**config.mk**
```make
export PLATFORM = sky130hd
export DESIGN_NAME = mem_req_issue
export DESIGN_NICKNAME = d
export VERILOG_FILES = /design/src/rtl/dmem_pkg.sv /design/src/rtl/sync_fifo.sv /design/src/rtl/mem_req_issue.sv
export SDC_FILE = /design/constraint.sdc
export NUM_CORES = 1
export LEC_CHECK = 0
export ABC_CLOCK_PERIOD_IN_PS = 3830
export BUFFER_PORTS_ARGS = -buffer_cell sky130_fd_sc_hd__buf_2
export CAP_MARGIN = 20
export CORE_MARGIN = 3
export CORE_UTILIZATION = 41
export CTS_BUF_LIST = sky130_fd_sc_hd__clkbuf_2
export DETAILED_ROUTE_END_ITERATION = 10
export PLACE_DENSITY_LB_ADDON = 0.15
export SETUP_SLACK_MARGIN = 0.1
export SYNTH_ARGS = -nofsm -noshare
export SYNTH_HDL_FRONTEND = slang
export SYNTH_SLANG_ARGS = --single-unit
```
**constraint.sdc**
```tcl
create_clock -name clk -period 3.83 [get_ports clk]
set_input_delay 0.766 -clock clk [delete_from_list [all_inputs] [get_ports clk]]
set_output_delay 0.766 -clock clk [all_outputs]
set_load 0.02 [all_outputs]
```
**src/rtl/dmem_pkg.sv**
```systemverilog
package dmem_pkg;

   // request address is a byte address.
   localparam int ADDR_W      = 13;
   localparam int WORD_ADDR_W = 11;
   localparam int MEM_WORDS   = 2048;

   localparam int DATA_W = 32;
   localparam int MASK_W = 4;
   localparam int LANE_W = DATA_W / MASK_W; // one byte per mask bit.
   localparam int TAG_W  = 4;

   // input queue depth, also the request credits upstream starts with.
   localparam int REQ_DEPTH = 4;
   localparam int RSP_DEPTH = 4;

   localparam int CRED_W = 3; // holds 0..4.

   typedef struct packed {
      logic              write;
      logic [ADDR_W-1:0] addr;
      logic [DATA_W-1:0] wdata;
      logic [MASK_W-1:0] wmask;
      logic [TAG_W-1:0]  tag;
   } mem_req_t;

   typedef struct packed {
      logic [DATA_W-1:0] rdata;
      logic [TAG_W-1:0]  tag;
   } mem_rsp_t;

endpackage

```
**src/rtl/sync_fifo.sv**
```systemverilog
module sync_fifo #(
   parameter type item_t = logic [7:0],
   parameter int  DEPTH  = 4
) (
   input  logic  clk,
   input  logic  rst,
   input  logic  push,
   input  item_t push_data,
   input  logic  pop,
   output item_t pop_data,
   output logic  empty,
   output logic  full
);

   item_t mem [DEPTH];

   logic [$clog2(DEPTH)-1:0]   wr_ptr;
   logic [$clog2(DEPTH)-1:0]   rd_ptr;
   logic [$clog2(DEPTH+1)-1:0] count;

   // pointers wrap at DEPTH, which need not be a power of two.
   function automatic logic [$clog2(DEPTH)-1:0] next_ptr(
      input logic [$clog2(DEPTH)-1:0] ptr
   );
      if (ptr == $bits(ptr)'(DEPTH - 1)) begin
         return '0;
      end
      return ptr + 1'b1;
   endfunction

   always_ff @(posedge clk) begin
      if (push) begin
         mem[wr_ptr] <= push_data;
      end
   end

   always_ff @(posedge clk) begin
      if (rst) begin
         wr_ptr <= '0;
         rd_ptr <= '0;
         count  <= '0;
      end else begin
         if (push) begin
            wr_ptr <= next_ptr(wr_ptr);
         end
         if (pop) begin
            rd_ptr <= next_ptr(rd_ptr);
         end
         case ({push, pop})
            2'b10:   count <= count + 1'b1;
            2'b01:   count <= count - 1'b1;
            default: count <= count; // both or neither.
         endcase
      end
   end

   assign pop_data = mem[rd_ptr]; // show-ahead head.
   assign empty    = (count == '0);
   assign full     = (count == $bits(count)'(DEPTH));

   a_no_push_full: assert property (@(posedge clk) disable iff (rst)
      push |-> !full)
      else $error("sync_fifo: push while full");

   a_no_pop_empty: assert property (@(posedge clk) disable iff (rst)
      pop |-> !empty)
      else $error("sync_fifo: pop while empty");

endmodule

```
**src/rtl/mem_req_issue.sv**
```systemverilog
module mem_req_issue (
   input  logic               clk,
   input  logic               rst,
   input  logic               req_valid,
   input  dmem_pkg::mem_req_t req,
   input  logic               slot_free,
   output logic               req_credit,
   output logic               issue_valid,
   output dmem_pkg::mem_req_t issue
);

   import dmem_pkg::*;

   mem_req_t          head;
   logic              q_empty;
   logic              q_full;
   logic              do_pop;
   logic              rd_issue;
   logic [CRED_W-1:0] slot_cnt;

   sync_fifo #(
      .item_t (mem_req_t),
      .DEPTH  (REQ_DEPTH)
   ) req_q (
      .clk       (clk),
      .rst       (rst),
      .push      (req_valid),
      .push_data (req),
      .pop       (do_pop),
      .pop_data  (head),
      .empty     (q_empty),
      .full      (q_full)
   );

   // a read needs an output slot reserved; a write never does.
   assign do_pop   = !q_empty && (head.write || slot_cnt != '0);
   assign rd_issue = do_pop && !head.write;

   always_ff @(posedge clk) begin
      if (rst) begin
         issue_valid <= 1'b0;
         req_credit  <= 1'b0;
      end else begin
         issue_valid <= do_pop;
         req_credit  <= do_pop; // entry freed, hand the credit back.
      end
   end

   always_ff @(posedge clk) begin
      if (do_pop) begin
         issue <= head;
      end
   end

   // reserved output slots.
   always_ff @(posedge clk) begin
      if (rst) begin
         slot_cnt <= CRED_W'(RSP_DEPTH);
      end else begin
         case ({rd_issue, slot_free})
            2'b10:   slot_cnt <= slot_cnt - 1'b1;
            2'b01:   slot_cnt <= slot_cnt + 1'b1;
            default: slot_cnt <= slot_cnt;
         endcase
      end
   end

   // egress must never free more slots than reads were issued.
   a_slot_bound: assert property (@(posedge clk) disable iff (rst)
      slot_cnt <= CRED_W'(RSP_DEPTH))
      else $error("mem_req_issue: slot count above RSP_DEPTH");

   // upstream must respect its credits.
   a_req_credit: assert property (@(posedge clk) disable iff (rst)
      q_full |-> !req_valid)
      else $error("mem_req_issue: request without credit");

endmodule

```
==> reports/qor.yml <==
outcome:
  status: "finished clean"
clocking:
  post-cts-setup-buffers: 0
  clkSlewWorstSetupHoldPaths_ps: 110
  htreeDepth: 3
  cts_tree: "built"
  cts.sinks: 283
  cts_made_buffers: 72
  ctsHoldBuffers: 0
  clock_latency_ps: 760
  cts_resized: 0
  ctsLongestPathBuffers: 3
  cts-root-buf: "clkbuf_2"
hold_path:
  hold_end: "req_q.mem[3][39]"
  worst_hold_path.num_cells: 1
  hold_start: "req[39]"
  min-delay-path-class: "primary input to flip-flop"
yosys:
  yosysWarnings: 0
  netlist_area_um2: 10100
  synthDominantCellAreaShare_pct: 80.7
  syn_area_per_cell_um2: 24.9
  syn-num-nets: 471
  synthFlopType: "edfxtp_1"
  synth.area.top_cells: "edfxtp_1, mux4_2, dfxtp_1"
  synthArstFlopShare_pct: 0
  ys_seq_elements: 283
  synth-edff-count: 270
  synth_common_cells: "edfxtp_1, mux4_2, dfxtp_1, inv_1"
  synthCells: 404
  synth.largest_area_cell: "edfxtp_1"
  yosysMostFrequentCell: "edfxtp_1"
  ys_types: 26
  seq_area_frac_synth_pct: 83.2
grt:
  grt_pass1_vias: 5018
  use_met3_pct: 4.53
  top_usage_layer: "met2"
  met1_usage_pct: 17.4
  grt_max_degree: 55
  grt_pass1_wl_um: 27700
  grt_util_all_layers_pct: 14.1
  antenna_found_initial: 3
  grt_overflow: 0
  use_met2_pct: 23.0
sta:
  fin_crit_sh_pct: 75.0
  finalSetupTns_ps: 0
  tightest_slew_ps: 921
  rsz0062_at_grt: "no"
  post-route-min-period_ps: 2870
  fmax_ghz: 0.348
  setup_viol: 0
  fin_skew_ps: 48.1
  drv_slew: 0
  finalHoldViolations: 0
  slew_headroom_pct: 38.6
final_layout:
  area_delta_synth_final_pct: 15.1
  stdcell_area_um2: 11600
  nFillCells: 1997
  layout-drive-gt1-share_pct: 45.4
  multi_input_area_um2: 1610
  final_nets: 647
  regArea_um2: 8380
worst_setup_path:
  crit_fanout: 34
  worstSetupPathType: "flip-flop to flip-flop"
  crit_required_ps: 4500
  reg2reg_slack_ps: 960
  r2r_end: "req_q.count[2]"
  cp_slowest_cell: "dfxtp_4"
  slowest_delay_ps: 560
  endpoint_kind: "flip-flop"
  critPathArrivalTime_ps: 3550
  reg2reg_depth: 8
  critPathLaunchType: "flip-flop"
  crit_chain: "mux4_2 -> o32a_4 -> ha_1 -> inv_1 -> fa_1 -> xor2_1 -> or3_1 -> a21oi_1"
power_and_ir_drop:
  p_sw_share_pct: 31.2
  p_per_area_nw_per_um2: 687
  p_switching_mw: 2.48
  leakagePower_nw: 4.02
  power_frac_comb_pct: 24.1
  seq_power_share_pct: 53.3
  intPower_mw: 5.47
  vdd_drop_max_mv: 0.293
  p_clk_share_pct: 22.7
die:
  dieArea_um2: 26400
  initial_core_util_pct: 42.3
  ios: 114
  core_um2: 23800
  die_y_um: 163
  dieWidth_um: 163
  rows: 56
routing:
  wl_per_cell_um: 19.5
  drt_first_pass_iters: 4
  ant_nets: 0
  viasPerCell: 4.90
  drc: 0
  drt-initial-drc-count: 175
  wl_um: 18400
  vias: 4620
place:
  postPlaceCellArea_um2: 11000
  portBuffers: 113
  routabilityCongestion: 0.669
  hpwlAfterDp_um: 9690
job:
  drv_cap: 0
-- cells in the final DEF (no fill, tap or decap), drive strengths merged, types with 3 or more instances in the layout --
cell,count
inv,11
mux2i,3
xor2,4
clkbuf,101
buf,116
edfxtp,270
ha,7
nor2,7
a21oi,3
clkinv,13
and2,4
mux4,54
dfxtp,13
-- registers in the layout, summed over array words and instances, names as in the netlist, named ones only --
signal and flops:
req_q.rd_ptr 2, slot_cnt 3, issue 54, issue_valid 1, req_q.mem 216, req_q.count 3, req_q.wr_ptr 2
-- worst max-delay path: cells and delay by family (launching register included) --
kind / cells / cell delay [ps]
adder cells (fa/ha/maj): 2 / 720
AO/OA/AOI/OAI: 2 / 660
flip-flops: 1 / 560
multiplexers: 1 / 320
AND/OR/NAND/NOR: 1 / 300
XOR/XNOR: 1 / 160
buffers and inverters: 1 / 70
-- final cells by class --
cell class	count	area share (%)
inverter	8	0.260
sequential	283	72.4
timing repair buffer	116	5.08
clock buffer	101	4.37
multi-input combinational	99	13.9
tap	319	3.45
clock inverter	16	0.519
antenna	1	0.0216
-- power by group through the flow --
stage / logic [mW] / registers (mW) / clock network, mW
2_1_floorplan: 0.934 / 4.63 / 0
3_3_place_gp: 1.94 / 4.30 / 0
3_5_place_dp: 1.96 / 4.31 / 0
4_1_cts: 1.97 / 4.25 / 1.90
5_1_grt: 2.06 / 4.28 / 2.06
6_report: 1.91 / 4.23 / 1.80
-- logic make-up after synthesis --
family | count (synthesis) | share of synthesized area, %
flip-flops | 283 | 83.2
XOR/XNOR | 4 | 0.348
buffers and inverters | 22 | 0.996
adder cells (fa/ha/maj) | 9 | 1.27
AO/OA/AOI/OAI | 7 | 0.448
multiplexers | 58 | 12.5
AND/OR/NAND/NOR | 21 | 1.15
-- routing by layer --
| metal | share of wire [%] | routed length (µm) |
|---|---|---|
| met4 | 2.0 | 368 |
| met5 | 0.16 | 30 |
| met3 | 5.4 | 1000 |
| met1 | 42 | 7800 |
| met2 | 50 | 9220 |
-- through the flow --
stage	cells	worst slack [ps]	power [mW]	hold slack, ps	util [%]
2_1_floorplan	404	766	5.56	467	-
3_3_place_gp	825	962	6.24	492	46.3
3_5_place_dp	825	925	6.27	489	46.3
4_1_cts	942	886	8.12	89.2	48.7
5_1_grt	943	723	8.41	86.2	48.7
6_report	943	956	7.95	211	48.7
-- worst max-delay path by stage --
stage | start | endpoint | slack (ps) | cells after the start
after floorplan | flip-flop | req_q.count[2] | 770 | 9
after global placement | flip-flop | req_q.count[2] | 960 | 8
after detailed placement | flip-flop | req_q.count[2] | 930 | 8
after CTS | flip-flop | req_q.count[2] | 890 | 8
after global routing | flip-flop | req_q.count[2] | 720 | 8
final | flip-flop | req_q.count[2] | 960 | 8
Note: power is estimated with default switching activity, not from simulation.
