**src/rtl/dmem_pkg.sv**
```systemverilog
package dmem_pkg;

   // request address is a byte address.
   localparam int ADDR_W      = 13;
   localparam int WORD_ADDR_W = 11;
   localparam int MEM_WORDS   = 2048;

   localparam int DATA_W = 32;
   localparam int MASK_W = 4;
   localparam int LANE_W = DATA_W / MASK_W; // one byte per mask bit.
   localparam int TAG_W  = 4;

   // input queue depth, also the request credits upstream starts with.
   localparam int REQ_DEPTH = 4;
   localparam int RSP_DEPTH = 4;

   localparam int CRED_W = 3; // holds 0..4.

   typedef struct packed {
      logic              write;
      logic [ADDR_W-1:0] addr;
      logic [DATA_W-1:0] wdata;
      logic [MASK_W-1:0] wmask;
      logic [TAG_W-1:0]  tag;
   } mem_req_t;

   typedef struct packed {
      logic [DATA_W-1:0] rdata;
      logic [TAG_W-1:0]  tag;
   } mem_rsp_t;

endpackage

```
**src/rtl/sync_fifo.sv**
```systemverilog
module sync_fifo #(
   parameter type item_t = logic [7:0],
   parameter int  DEPTH  = 4
) (
   input  logic  clk,
   input  logic  rst,
   input  logic  push,
   input  item_t push_data,
   input  logic  pop,
   output item_t pop_data,
   output logic  empty,
   output logic  full
);

   item_t mem [DEPTH];

   logic [$clog2(DEPTH)-1:0]   wr_ptr;
   logic [$clog2(DEPTH)-1:0]   rd_ptr;
   logic [$clog2(DEPTH+1)-1:0] count;

   // pointers wrap at DEPTH, which need not be a power of two.
   function automatic logic [$clog2(DEPTH)-1:0] next_ptr(
      input logic [$clog2(DEPTH)-1:0] ptr
   );
      if (ptr == $bits(ptr)'(DEPTH - 1)) begin
         return '0;
      end
      return ptr + 1'b1;
   endfunction

   always_ff @(posedge clk) begin
      if (push) begin
         mem[wr_ptr] <= push_data;
      end
   end

   always_ff @(posedge clk) begin
      if (rst) begin
         wr_ptr <= '0;
         rd_ptr <= '0;
         count  <= '0;
      end else begin
         if (push) begin
            wr_ptr <= next_ptr(wr_ptr);
         end
         if (pop) begin
            rd_ptr <= next_ptr(rd_ptr);
         end
         case ({push, pop})
            2'b10:   count <= count + 1'b1;
            2'b01:   count <= count - 1'b1;
            default: count <= count; // both or neither.
         endcase
      end
   end

   assign pop_data = mem[rd_ptr]; // show-ahead head.
   assign empty    = (count == '0);
   assign full     = (count == $bits(count)'(DEPTH));

   a_no_push_full: assert property (@(posedge clk) disable iff (rst)
      push |-> !full)
      else $error("sync_fifo: push while full");

   a_no_pop_empty: assert property (@(posedge clk) disable iff (rst)
      pop |-> !empty)
      else $error("sync_fifo: pop while empty");

endmodule

```
**src/rtl/mem_rsp_egress.sv**
```systemverilog
module mem_rsp_egress (
   input  logic               clk,
   input  logic               rst,
   input  logic               rd_valid,
   input  dmem_pkg::mem_rsp_t rd_rsp,
   input  logic               rsp_credit,
   output logic               rsp_valid,
   output dmem_pkg::mem_rsp_t rsp,
   output logic               slot_free
);

   import dmem_pkg::*;

   mem_rsp_t          head;
   logic              q_empty;
   logic              q_full;
   logic              do_pop;
   logic [CRED_W-1:0] cred_cnt;

   sync_fifo #(
      .item_t (mem_rsp_t),
      .DEPTH  (RSP_DEPTH)
   ) rsp_q (
      .clk       (clk),
      .rst       (rst),
      .push      (rd_valid),
      .push_data (rd_rsp),
      .pop       (do_pop),
      .pop_data  (head),
      .empty     (q_empty),
      .full      (q_full)
   );

   assign do_pop = !q_empty && cred_cnt != '0;

   // downstream credits start at zero.
   always_ff @(posedge clk) begin
      if (rst) begin
         cred_cnt <= '0;
      end else begin
         case ({rsp_credit, do_pop})
            2'b10:   cred_cnt <= cred_cnt + 1'b1;
            2'b01:   cred_cnt <= cred_cnt - 1'b1;
            default: cred_cnt <= cred_cnt;
         endcase
      end
   end

   always_ff @(posedge clk) begin
      if (rst) begin
         rsp_valid <= 1'b0;
         slot_free <= 1'b0;
      end else begin
         rsp_valid <= do_pop;
         slot_free <= do_pop; // slot goes back to the issue side.
      end
   end

   always_ff @(posedge clk) begin
      if (do_pop) begin
         rsp <= head;
      end
   end

   // downstream never holds more than RSP_DEPTH credits out.
   a_cred_bound: assert property (@(posedge clk) disable iff (rst)
      cred_cnt <= CRED_W'(RSP_DEPTH))
      else $error("mem_rsp_egress: downstream credits above RSP_DEPTH");

   // reservation on the issue side keeps the queue from overflowing.
   a_rsp_room: assert property (@(posedge clk) disable iff (rst)
      q_full |-> !rd_valid || do_pop)
      else $error("mem_rsp_egress: read arrived with no room");

endmodule

```
**config.mk**
```make
export PLATFORM = sky130hd
export DESIGN_NAME = mem_rsp_egress
export DESIGN_NICKNAME = d
export VERILOG_FILES = /design/src/rtl/dmem_pkg.sv /design/src/rtl/sync_fifo.sv /design/src/rtl/mem_rsp_egress.sv
export SDC_FILE = /design/constraint.sdc
export NUM_CORES = 1
export LEC_CHECK = 0
export ABC_AREA = 1
export CAP_MARGIN = 0
export CORE_UTILIZATION = 50
export DETAILED_ROUTE_END_ITERATION = 10
export DONT_BUFFER_PORTS = 1
export PLACE_DENSITY = 0.76
export SETUP_SLACK_MARGIN = 0.4
export SLEW_MARGIN = 15
export SYNTH_ARGS = -nofsm -noshare
export SYNTH_HDL_FRONTEND = slang
export SYNTH_SLANG_ARGS = --single-unit
```
**constraint.sdc**
```tcl
create_clock -name clk -period 5.2 [get_ports clk]
set_input_delay 1.04 -clock clk [delete_from_list [all_inputs] [get_ports clk]]
set_output_delay 1.04 -clock clk [all_outputs]
set_load 0.005 [all_outputs]
```
==> metrics.md, run 1 <==
| Metric | Value |
|---|---|
| Fmax | `between 300 and 400 MHz` |
| Pin count of the biggest net entering global routing | `73` |
| Syn nets | `523` |
| Crit-path cells | `inv_1 > nand3_1 > nand2_1 > inv_2 > ha_1 > inv_1 > fa_1 > nand2_1 > nand3_1 > nand2_1 > inv_1 > nor2_1` |
| Vias after detailed routing | `~3700` |
| Post-synthesis sequential area ratio | `between 70% and 80%` |
| Max Cap Viol | `0` |
| Area growth, synth to finish | `8.180%` |
| DRC | `0` |
| Max Clock Skew | `between 0.008 and 0.009 ns` |
| Setup crit start | `cred_cnt[1]` |
| Avg Cell Area, Syn | `between 10 and 15 um2` |
| Starting Density | `around half` |
| DRT Pass-1 Iters | `5` |
| Layout cell share with drive strength beyond 1 | `under 10%` |
| Peak supply drop | `between 300 and 400 uV` |
| I/O pins | `78` |
| Clock Power Share | `between 20 and 30%` |
| Setup TNS | `0 ns` |
| CP required | `approximately 5.6 ns` |
| Vias per cell | `roughly 5.6` |
| Final design utilization | `a little under three fifths` |
| Pre-CTS WS | `approximately 2.5 ns` |
| RSZ-0062 raised after global routing | `no` |
| Setup CP Type | `flip-flop to flip-flop` |
| Clk pin slew, worst setup/hold paths | `about 0.060 ns` |
| Final Instance Count excl. Fillers | `662` |
| CP max-delay cell | `inv_2` |
| HP Start | `cred_cnt[0]` |
| FF-to-FF Start | `cred_cnt[1]` |
| Global route overflow | `0` |
| PnR worst setup slack | `between 2 and 2.5 ns` |
| Final Critical Period | `~2.7 ns` |
| Final Hold Fails | `0` |
| Yosys reg bits | `between 150 and 200` |
| Status | `finished clean` |
| Post-CTS sizing | `0` |
| Leading post-synthesis cells by cell area | `edfxtp_1 (76%), nor2_1 (4.1%), o22ai_1 (3.2%)` |
| Drt wl/cell | `19.65 um` |
| Hold WC Path Type | `flip-flop to flip-flop` |
| Clk_lat worst skew | `roughly 0.43 ns` |
| Clk buf depth | `2` |
| Internal Power | `about 2.8 mW` |
| ANT cells | `0` |
| CTS tree | `yes` |
| Crit share post-route | `a little over half` |
| Total Routing Usage GR | `between 10% and 20%` |
| Seq pwr share | `between 50% and 60%` |
| Detail Placement HPWL | `a little over 7000 um` |
| Startpoint Class | `flip-flop` |
| Sw Share | `roughly 28%` |
| GP Congestion | `between 0.7 and 0.8` |
| Most frequent cells in the layout | `edfxtp_1 (180), nor2_1 (78), o21ai_0 (42)` |
| CTS Root Cell | `clkbuf_16` |
| Placeable Area | `between 10000 and 15000 um2` |
| Die Footprint | `between 10000 and 15000 um2` |
| Fin. max-slew vios | `0` |
| CP endpoint kind | `flip-flop` |
| Initial antenna violation count | `0` |
| Cells after DPL | `about 630` |
| Net Sw Power | `between 1 and 1.5 mW` |
| Logic pwr share | `around 16%` |
| Hold_buf cts | `0` |
| Port buffer count | `0` |
| Rel. slew slack | `35.87%` |
| Pleak | `between 2 and 3 nW` |
| First-pass GRT wire length | `19970 um` |
| Num CTS Buffers | `17` |
| Synthesized cell area | `between 7000 and 8000 um2` |
| Total power | `~4 mW` |
| Iteration-0 DRC Markers | `approximately 370` |
| Cell taking the most area after synthesis | `edfxtp_1` |
| Slew @ Worst Pin | `about 0.96 ns` |
| Critical Path AT | `approximately 3 ns` |
| Most common cell after layout, fill and taps aside | `edfxtp_1` |
| Htree depth | `4` |
| Final net count | `520` |
| Number of global-route vias before repair | `around 3800` |
| Height of the die | `approximately 120 um` |
| Worst path max stage delay | `just over 0.7 ns` |
| P per Cell Area | `~520 nW/um2` |
| Antenna Violating Nets Remaining | `0` |
| # Post-CTS Setup Buffers | `0` |
| # clock sinks | `191` |
| Post-Syn Instances | `roughly 470` |
| Num rows | `43` |
| Die width | `roughly 120 um` |
| Final setup fails | `0` |
| Warnings, synthesis | `0` |
| Post-synth cell types | `21` |
| Synth top area share | `76.33%` |
| Final WL | `about 13000 um` |
| Largest fanout on the critical path | `38` |
[Yosys cell counts]
cell type / number
edfxtp_1: 180
nor2_1: 78
o21ai_0: 42
o22ai_1: 36
o21ai_1: 35
inv_1: 25
nand2_1: 15
dfxtp_1: 11
a21oi_1: 8
buf_6: 8
ha_1: 7
buf_2: 6
nand3_1: 6
clkbuf_1: 5
buf_4: 4
fa_1: 2
nand4_1: 2
inv_2: 1
inv_6: 1
nor3_1: 1
or2_1: 1
[critical path, delay by kind of cell, from the launching register on]
kind | cells | cell delay (ns)
adders and majority gates | 2 | 0.71
buffers and inverters | 4 | 0.91
DFF | 1 | 0.35
and+or+nand+nor | 6 | 0.67
[power by group through the flow]
stage	combinational, mW	clock, mW	sequential [mW]
after floorplan	0.537	0	2.12
after global placement	0.581	0	2.20
after detailed placement	0.634	0	2.20
after CTS	0.635	1.17	2.17
after global routing	0.714	1.23	2.19
final	0.633	1.15	2.17
[logic make-up after synthesis]
family,after synthesis,share of synthesized area [%]
compound gates,121,9.187
simple gates,103,5.689
flops,191,79.43
fa+ha+maj,9,1.802
buf+inv,50,3.887
[per-stage QoR]
step	hold WS (ns)	instance area (um2)
after floorplan	0.4221	7082
after global placement	0.4324	7148
after detailed placement	0.4552	7148
after CTS	0.4620	7661
after global routing	0.5062	7661
final	0.4630	7661
[cell type report]
| type | instances | area (um2) |
|---|---|---|
| Inverter | 27 | 106.4 |
| Fill cell | 1035 | 6166 |
| Clock inverter | 8 | 68.82 |
| Multi-Input combinational cell | 233 | 1181 |
| Tap cell | 180 | 225.2 |
| Clock buffer | 22 | 444.2 |
| Sequential cell | 191 | 5628 |
| Timing Repair Buffer | 1 | 7.507 |
[sequential cells by signal, summed over array words and instances (netlist names)]
register / cells
rsp_q.mem: 144
rsp: 36
cred_cnt: 3
rsp_q.count: 3
rsp_q.rd_ptr: 2
rsp_q.wr_ptr: 2
slot_free: 1
[routing by layer]
metal  vias to the layer above  GRT usage (%)  routed length [um]
li1                       1742              -                   -
met1                      1856          21.36                5048
met2                       118          32.89                6874
met3                        15          7.096                 913
met4                         0          7.176                 175
met5                         -              0                   0
[worst paths after layout]
kind	endpoint	slack, ns	cells after the start
max reg2reg	rsp_q.count[2]	2.47	12
max	rsp_q.count[2]	2.47	12
min	cred_cnt[0]	0.46	1
min reg2reg	cred_cnt[0]	0.46	1
Note: power is estimated with default switching activity, not from simulation.
==> run 2, diff against run 1 <==
Settings changed: PLACE_DENSITY 0.76 to 0.79.
Clock period 5.2 ns to 2.5 ns, I/O delays scaled along.
==> run 2 against run 1 <==
Net effect:
- global-route usage is 0.38 points higher
- final area up 2.9%
- wire length rose by 3.0%
- largest power group unchanged
- highest routed layer unchanged
==> metrics.md, run 2 (same netlist as run 1, synthesis figures left out) <==
| Metric | Value |
|---|---|
| CTS Root Cell | `clkbuf_16` |
| Startpoint Class | `flip-flop` |
| Number of global-route vias before repair | `3992 (+4.3%)` |
| Filler cells | `990 (-4.3%)` |
| Pin count of the biggest net entering global routing | `73 (unchanged)` |
| DRC | `0 (unchanged)` |
| CP required | `2.83 ns (-2.73 ns)` |
| Die Footprint | `14640 um2 (unchanged)` |
| First-pass GRT wire length | `20670 um (+3.5%)` |
| Final WL | `13410 um (+3.0%)` |
| Layout cell share with drive strength beyond 1 | `11.36% (+4.5 points)` |
| Worst Setup EP | `rsp_q.count[2]` |
| Final design utilization | `57.00% (+1.6 points)` |
| Largest register FFs | `144 (unchanged)` |
| Detail Placement HPWL | `7689 um (+8.0%)` |
| Hold WC Path Type | `input port to flip-flop` |
| Final Hold Fails | `0 (unchanged)` |
| Rel. slew slack | `55.22% (+19 points)` |
| Final Instance Count excl. Fillers | `673 (+1.7%)` |
| Final net count | `529 (+1.7%)` |
| Port buffer count | `0 (unchanged)` |
| Die width | `121.0 um (unchanged)` |
| Crit share post-route | `73.60% (+21 points)` |
| DRT Pass-1 Iters | `5 (unchanged)` |
| CP endpoint kind | `flip-flop` |
| Worst path max stage delay | `0.40 ns (-0.31 ns)` |
| Total power | `8.753 mW (+120%)` |
| Fin. max-slew vios | `0 (unchanged)` |
| Placeable Area | `13830 um2 (unchanged)` |
| CP Depth | `13 (+1)` |
| Most frequent cells in the layout | `edfxtp_1 (180), nor2_1 (78), o21ai_0 (42)` |
| Pre-CTS WS | `0.5305 ns (-1.992 ns)` |
| Vias after detailed routing | `3833 (+2.7%)` |
| Antenna Violating Nets Remaining | `0 (unchanged)` |
| Fmax | `543.5 MHz (+48%)` |
| Pleak | `2.659 nW (+3.6%)` |
| Largest regs | `rsp_q.mem x144, rsp x36` |
| Setup crit start | `cred_cnt[0]` |
| # clock sinks | `191 (unchanged)` |
| Largest Register | `rsp_q.mem` |
| Status | `finished clean` |
| CTS tree | `yes` |
| FF-to-FF Start | `cred_cnt[0]` |
| Bufs and invs on worst path | `5 (+1)` |
| RSZ-0062 raised after global routing | `no` |
| Cells after DPL | `640 (+1.3%)` |
| Height of the die | `121.0 um (unchanged)` |
| Global route overflow | `0 (unchanged)` |
| Final setup fails | `0 (unchanged)` |
| Crit path max-delay family | `adder cells` |
| CP max-delay cell | `fa_1` |
| Max Clock Skew | `0.006854 ns (-0.001291 ns)` |
| Critical Path AT | `2.17 ns (-0.91 ns)` |
| Num CTS Buffers | `17 (unchanged)` |
| Area growth, synth to finish | `11.29%` |
| Crit Reg-Reg Endpoint | `rsp_q.count[2]` |
| Peak supply drop | `649.9 uV (+98%)` |
| Placed cell area | `7268 um2 (+1.7%)` |
| Register area | `5627 um2 (about the same)` |
| Setup TNS | `0 ns (unchanged)` |
| PnR worst setup slack | `0.6600 ns (-1.815 ns)` |
| Drt wl/cell | `19.92 um (+1.4%)` |
| Clk_lat worst skew | `0.43 ns (about the same)` |
| Htree depth | `4 (unchanged)` |
| GP Congestion | `0.7416 (+0.77%)` |
| Num rows | `43 (unchanged)` |
| Crit-path cells | `inv_2 > nand3_4 > nand2_4 > clkinvlp_4 > ha_4 > inv_2 > fa_1 > inv_1 > nand2_1 > nand3_1 > nand2_1 > inv_1 > nor2_1` |
| ANT cells | `0 (unchanged)` |
| Most common cell after layout, fill and taps aside | `edfxtp_1` |
| Final Critical Period | `1.840 ns (-0.8851 ns)` |
| Max Cap Viol | `0 (unchanged)` |
| R2R depth | `13 (+1)` |
| Largest fanout on the critical path | `5 (-87%)` |
| Multi-input logic area | `1239 um2 (+4.9%)` |
| Starting Density | `51.22% (unchanged)` |
| Clk pin slew, worst setup/hold paths | `0.06 ns (about the same)` |
| Setup CP Type | `flip-flop to flip-flop` |
| Vias per cell | `5.695 (+1.1%)` |
| Slew @ Worst Pin | `0.6707 ns (-0.2899 ns)` |
| Clk buf depth | `2 (unchanged)` |
| R2r setup slk | `0.66 ns (-1.81 ns)` |
| Total Routing Usage GR | `19.42% (+0.38 points)` |
| P per Cell Area | `1111 nW/um2 (+120%)` |
| I/O pins | `78 (unchanged)` |
| Iteration-0 DRC Markers | `470 (+29%)` |
| Initial antenna violation count | `0 (unchanged)` |
| Min Hold Slack | `0.1425 ns (-0.3205 ns)` |
| Final Cell Area | `7881 um2 (+2.9%)` |
[run 2: how the worst min path moves through the flow]
| stage | start | to | slack [ns] | depth (start not counted) |
|---|---|---|---|---|
| after global routing | rst | rsp_q.wr_ptr[0] | 0.13 | 1 |
| after floorplan | cred_cnt[0] | cred_cnt[0] | 0.44 | 1 |
| after detailed placement | cred_cnt[0] | cred_cnt[0] | 0.50 | 1 |
| after global placement | cred_cnt[0] | cred_cnt[0] | 0.45 | 1 |
| final | rst | rsp_q.wr_ptr[0] | 0.14 | 1 |
| after CTS | rst | rsp_q.wr_ptr[0] | 0.12 | 1 |
[run 2: final cells by class]
class                           instances  area share (%)
Clock buffer                           21           5.588
Clock inverter                         11           2.096
Inverter                               27           1.397
Multi-Input combinational cell        233           15.72
Sequential cell                       191           71.39
Tap cell                              180           2.858
Timing Repair Buffer                   10          0.9525
[run 2: metal layers]
metal  track usage, %  vias to the layer above  wire length, um
li1                 -                     1763                -
met1            22.26                     1903             5085
met2            32.89                      146             7106
met3            5.827                       21              972
met4            9.954                        0              243
met5                0                        -                0
[run 2: power breakdown]
part / leakage, nW / internal (mW) / switching [mW]
Combinational: 0.622 / 0.449 / 1.05
Clock: 0.286 / 1.67 / 1.10
Sequential: 1.75 / 4.18 / 0.305
Total: 2.66 / 6.30 / 2.46
[run 2: repair_timing]
item                                    CTS  global route
endpoints found under the setup margin    0             1
hold buffers                              0             0
gates resized for setup                   0             0
setup buffers                             0             1
==> run 3, diff against run 2 <==
Settings changed: PLACE_DENSITY 0.79 to 0.76.
Clock period 2.5 ns to 1.7 ns, I/O delays scaled along.
==> run 3 against run 2 <==
Net effect:
- combinational power increased by 140%
- via count increased by 8.6%
- worst hold slack improved by 0.047 ns
- clock skew increased by 0.0052 ns
- register-to-register slack got worse by 0.66 ns
==> metrics.md, run 3 (same netlist as run 1, synthesis figures left out) <==
| Metric | Value |
|---|---|
| Height of the die | `121.0 um (unchanged)` |
| Number of global-route vias before repair | `4190 (+5.0%)` |
| Setup CP Type | `flip-flop to flip-flop` |
| Placeable Area | `13830 um2 (unchanged)` |
| Pleak | `2.976 nW (+12%)` |
| Largest Register | `rsp_q.mem` |
| Port buffer count | `0 (unchanged)` |
| I/O pins | `78 (unchanged)` |
| Antenna Violating Nets Remaining | `0 (unchanged)` |
| Rel. slew slack | `78.77% (+24 points)` |
| RSZ-0062 raised after global routing | `yes` |
| Filler cells | `992 (+0.20%)` |
| Clk pin slew, worst setup/hold paths | `0.07 ns (about the same)` |
| First-pass GRT wire length | `21900 um (+6.0%)` |
| Largest register FFs | `144 (unchanged)` |
| Largest regs | `rsp_q.mem x144, rsp x36` |
| Total power | `13.88 mW (+59%)` |
| Drt wl/cell | `19.61 um (-1.6%)` |
| Hold WC Path Type | `input port to flip-flop` |
| Setup TNS | `0 ns (unchanged)` |
| Die width | `121.0 um (unchanged)` |
| Vias per cell | `5.624 (-1.2%)` |
| CP endpoint kind | `flip-flop` |
| Startpoint Class | `flip-flop` |
| Fmax | `588.8 MHz (+8.3%)` |
| R2r setup slk | `0.002 ns (-0.66 ns)` |
| Final Hold Fails | `0 (unchanged)` |
| Final WL | `14510 um (+8.2%)` |
| DRC | `0 (unchanged)` |
| CP required | `1.89 ns (-0.94 ns)` |
| Htree depth | `4 (unchanged)` |
| Final setup fails | `0 (unchanged)` |
| Most common cell after layout, fill and taps aside | `edfxtp_1` |
| Vias after detailed routing | `4162 (+8.6%)` |
| CTS tree | `yes` |
| Pin count of the biggest net entering global routing | `73 (unchanged)` |
| Most frequent cells in the layout | `edfxtp_1 (180), nor2_1 (78), o21ai_0 (39)` |
| Status | `finished clean` |
| DRT Pass-1 Iters | `5 (unchanged)` |
| Max Clock Skew | `0.01210 ns (+0.005247 ns)` |
| Min Hold Slack | `0.1892 ns (+0.04666 ns)` |
| GP Congestion | `0.7192 (-3.0%)` |
| Total Routing Usage GR | `20.64% (+1.2 points)` |
| Layout cell share with drive strength beyond 1 | `21.96% (+11 points)` |
| Clk_lat worst skew | `0.44 ns (about the same)` |
| Starting Density | `51.22% (unchanged)` |
| Die Footprint | `14640 um2 (unchanged)` |
| Fin. max-slew vios | `0 (unchanged)` |
| Crit share post-route | `99.90% (+26 points)` |
| Iteration-0 DRC Markers | `369 (-21%)` |
| Largest fanout on the critical path | `8 (+3)` |
| Final design utilization | `63.23% (+6.2 points)` |
| CTS Root Cell | `clkbuf_16` |
| Global route overflow | `0 (unchanged)` |
| Detail Placement HPWL | `7937 um (+3.2%)` |
| Max Cap Viol | `0 (unchanged)` |
| Initial antenna violation count | `0 (unchanged)` |
| Slew @ Worst Pin | `0.3185 ns (-0.3523 ns)` |
| Area growth, synth to finish | `23.46%` |
| Num CTS Buffers | `17 (unchanged)` |
| Peak supply drop | `766.8 uV (+18%)` |
| P per Cell Area | `1587 nW/um2 (+43%)` |
| Critical Path AT | `1.89 ns (-0.28 ns)` |
| ANT cells | `0 (unchanged)` |
| Num rows | `43 (unchanged)` |
| Final net count | `596 (+13%)` |
| # clock sinks | `191 (unchanged)` |
| Final Critical Period | `1.698 ns (-0.1418 ns)` |
| Clk buf depth | `2 (unchanged)` |
[run 3: metal layers]
layer  GRT usage [%]  part of all wire [%]  wire [um]
met5               0                     0          0
met4           8.951                   2.3        340
met2           34.93                    52       7560
met1           23.89                    38       5548
met3           6.908                   7.3       1064
[run 3: critical path: stages (launching register included)]
cell	delay (ns)
dfxtp_2	0.33
inv_2	0.08
nand3_4	0.09
nand2_4	0.09
clkinvlp_4	0.15
buf_4	0.17
buf_6	0.10
buf_4	0.12
buf_8	0.14
clkbuf_16	0.17
[run 3: path summary, 6_finish.rpt]
path,start,end,cells past startpoint
worst max-delay path,rsp_q.count[2],rsp[0],9
worst min-delay path,rd_valid,rsp_q.wr_ptr[1],2
worst max register to register,rsp_q.count[2],rsp[0],9
worst min register to register,cred_cnt[0],cred_cnt[0],2
[run 3: area by class of cell]
cell class                      instances  area [um2]  area share, %
Timing Repair Buffer                   77       837.1          9.574
Multi-Input combinational cell        233        1339          15.31
Sequential cell                       191        5643          64.54
Clock inverter                         15       126.4          1.445
Clock buffer                           17       425.4          4.865
Inverter                               27       147.6          1.689
Tap cell                              180       225.2          2.576
[run 3: power by group]
part           switching, mW  internal, mW  total (mW)
clock                   1.77          1.92        3.68
sequential             0.418          6.15        6.57
combinational           2.05          1.58        3.63
total                   4.24          9.64        13.9
[run 3: metrics by stage]
step	instances	area, um2	setup WS (ns)
6_report	740	8743	0.001749
5_1_grt	740	8743	-0.09053
4_1_cts	732	8622	0.07172
3_5_place_dp	647	7465	-0.05127
3_3_place_gp	647	7465	0.07705
2_1_floorplan	474	7236	-0.3976
[run 3: timing repair]
item,in CTS,in global routing
endpoints found under the setup margin,81,126
buffers inserted,14,7
pin swaps,8,8
hold endpoints to repair,146,0
hold buffers,37,0
gates cloned,2,1
gates resized for setup,26,16
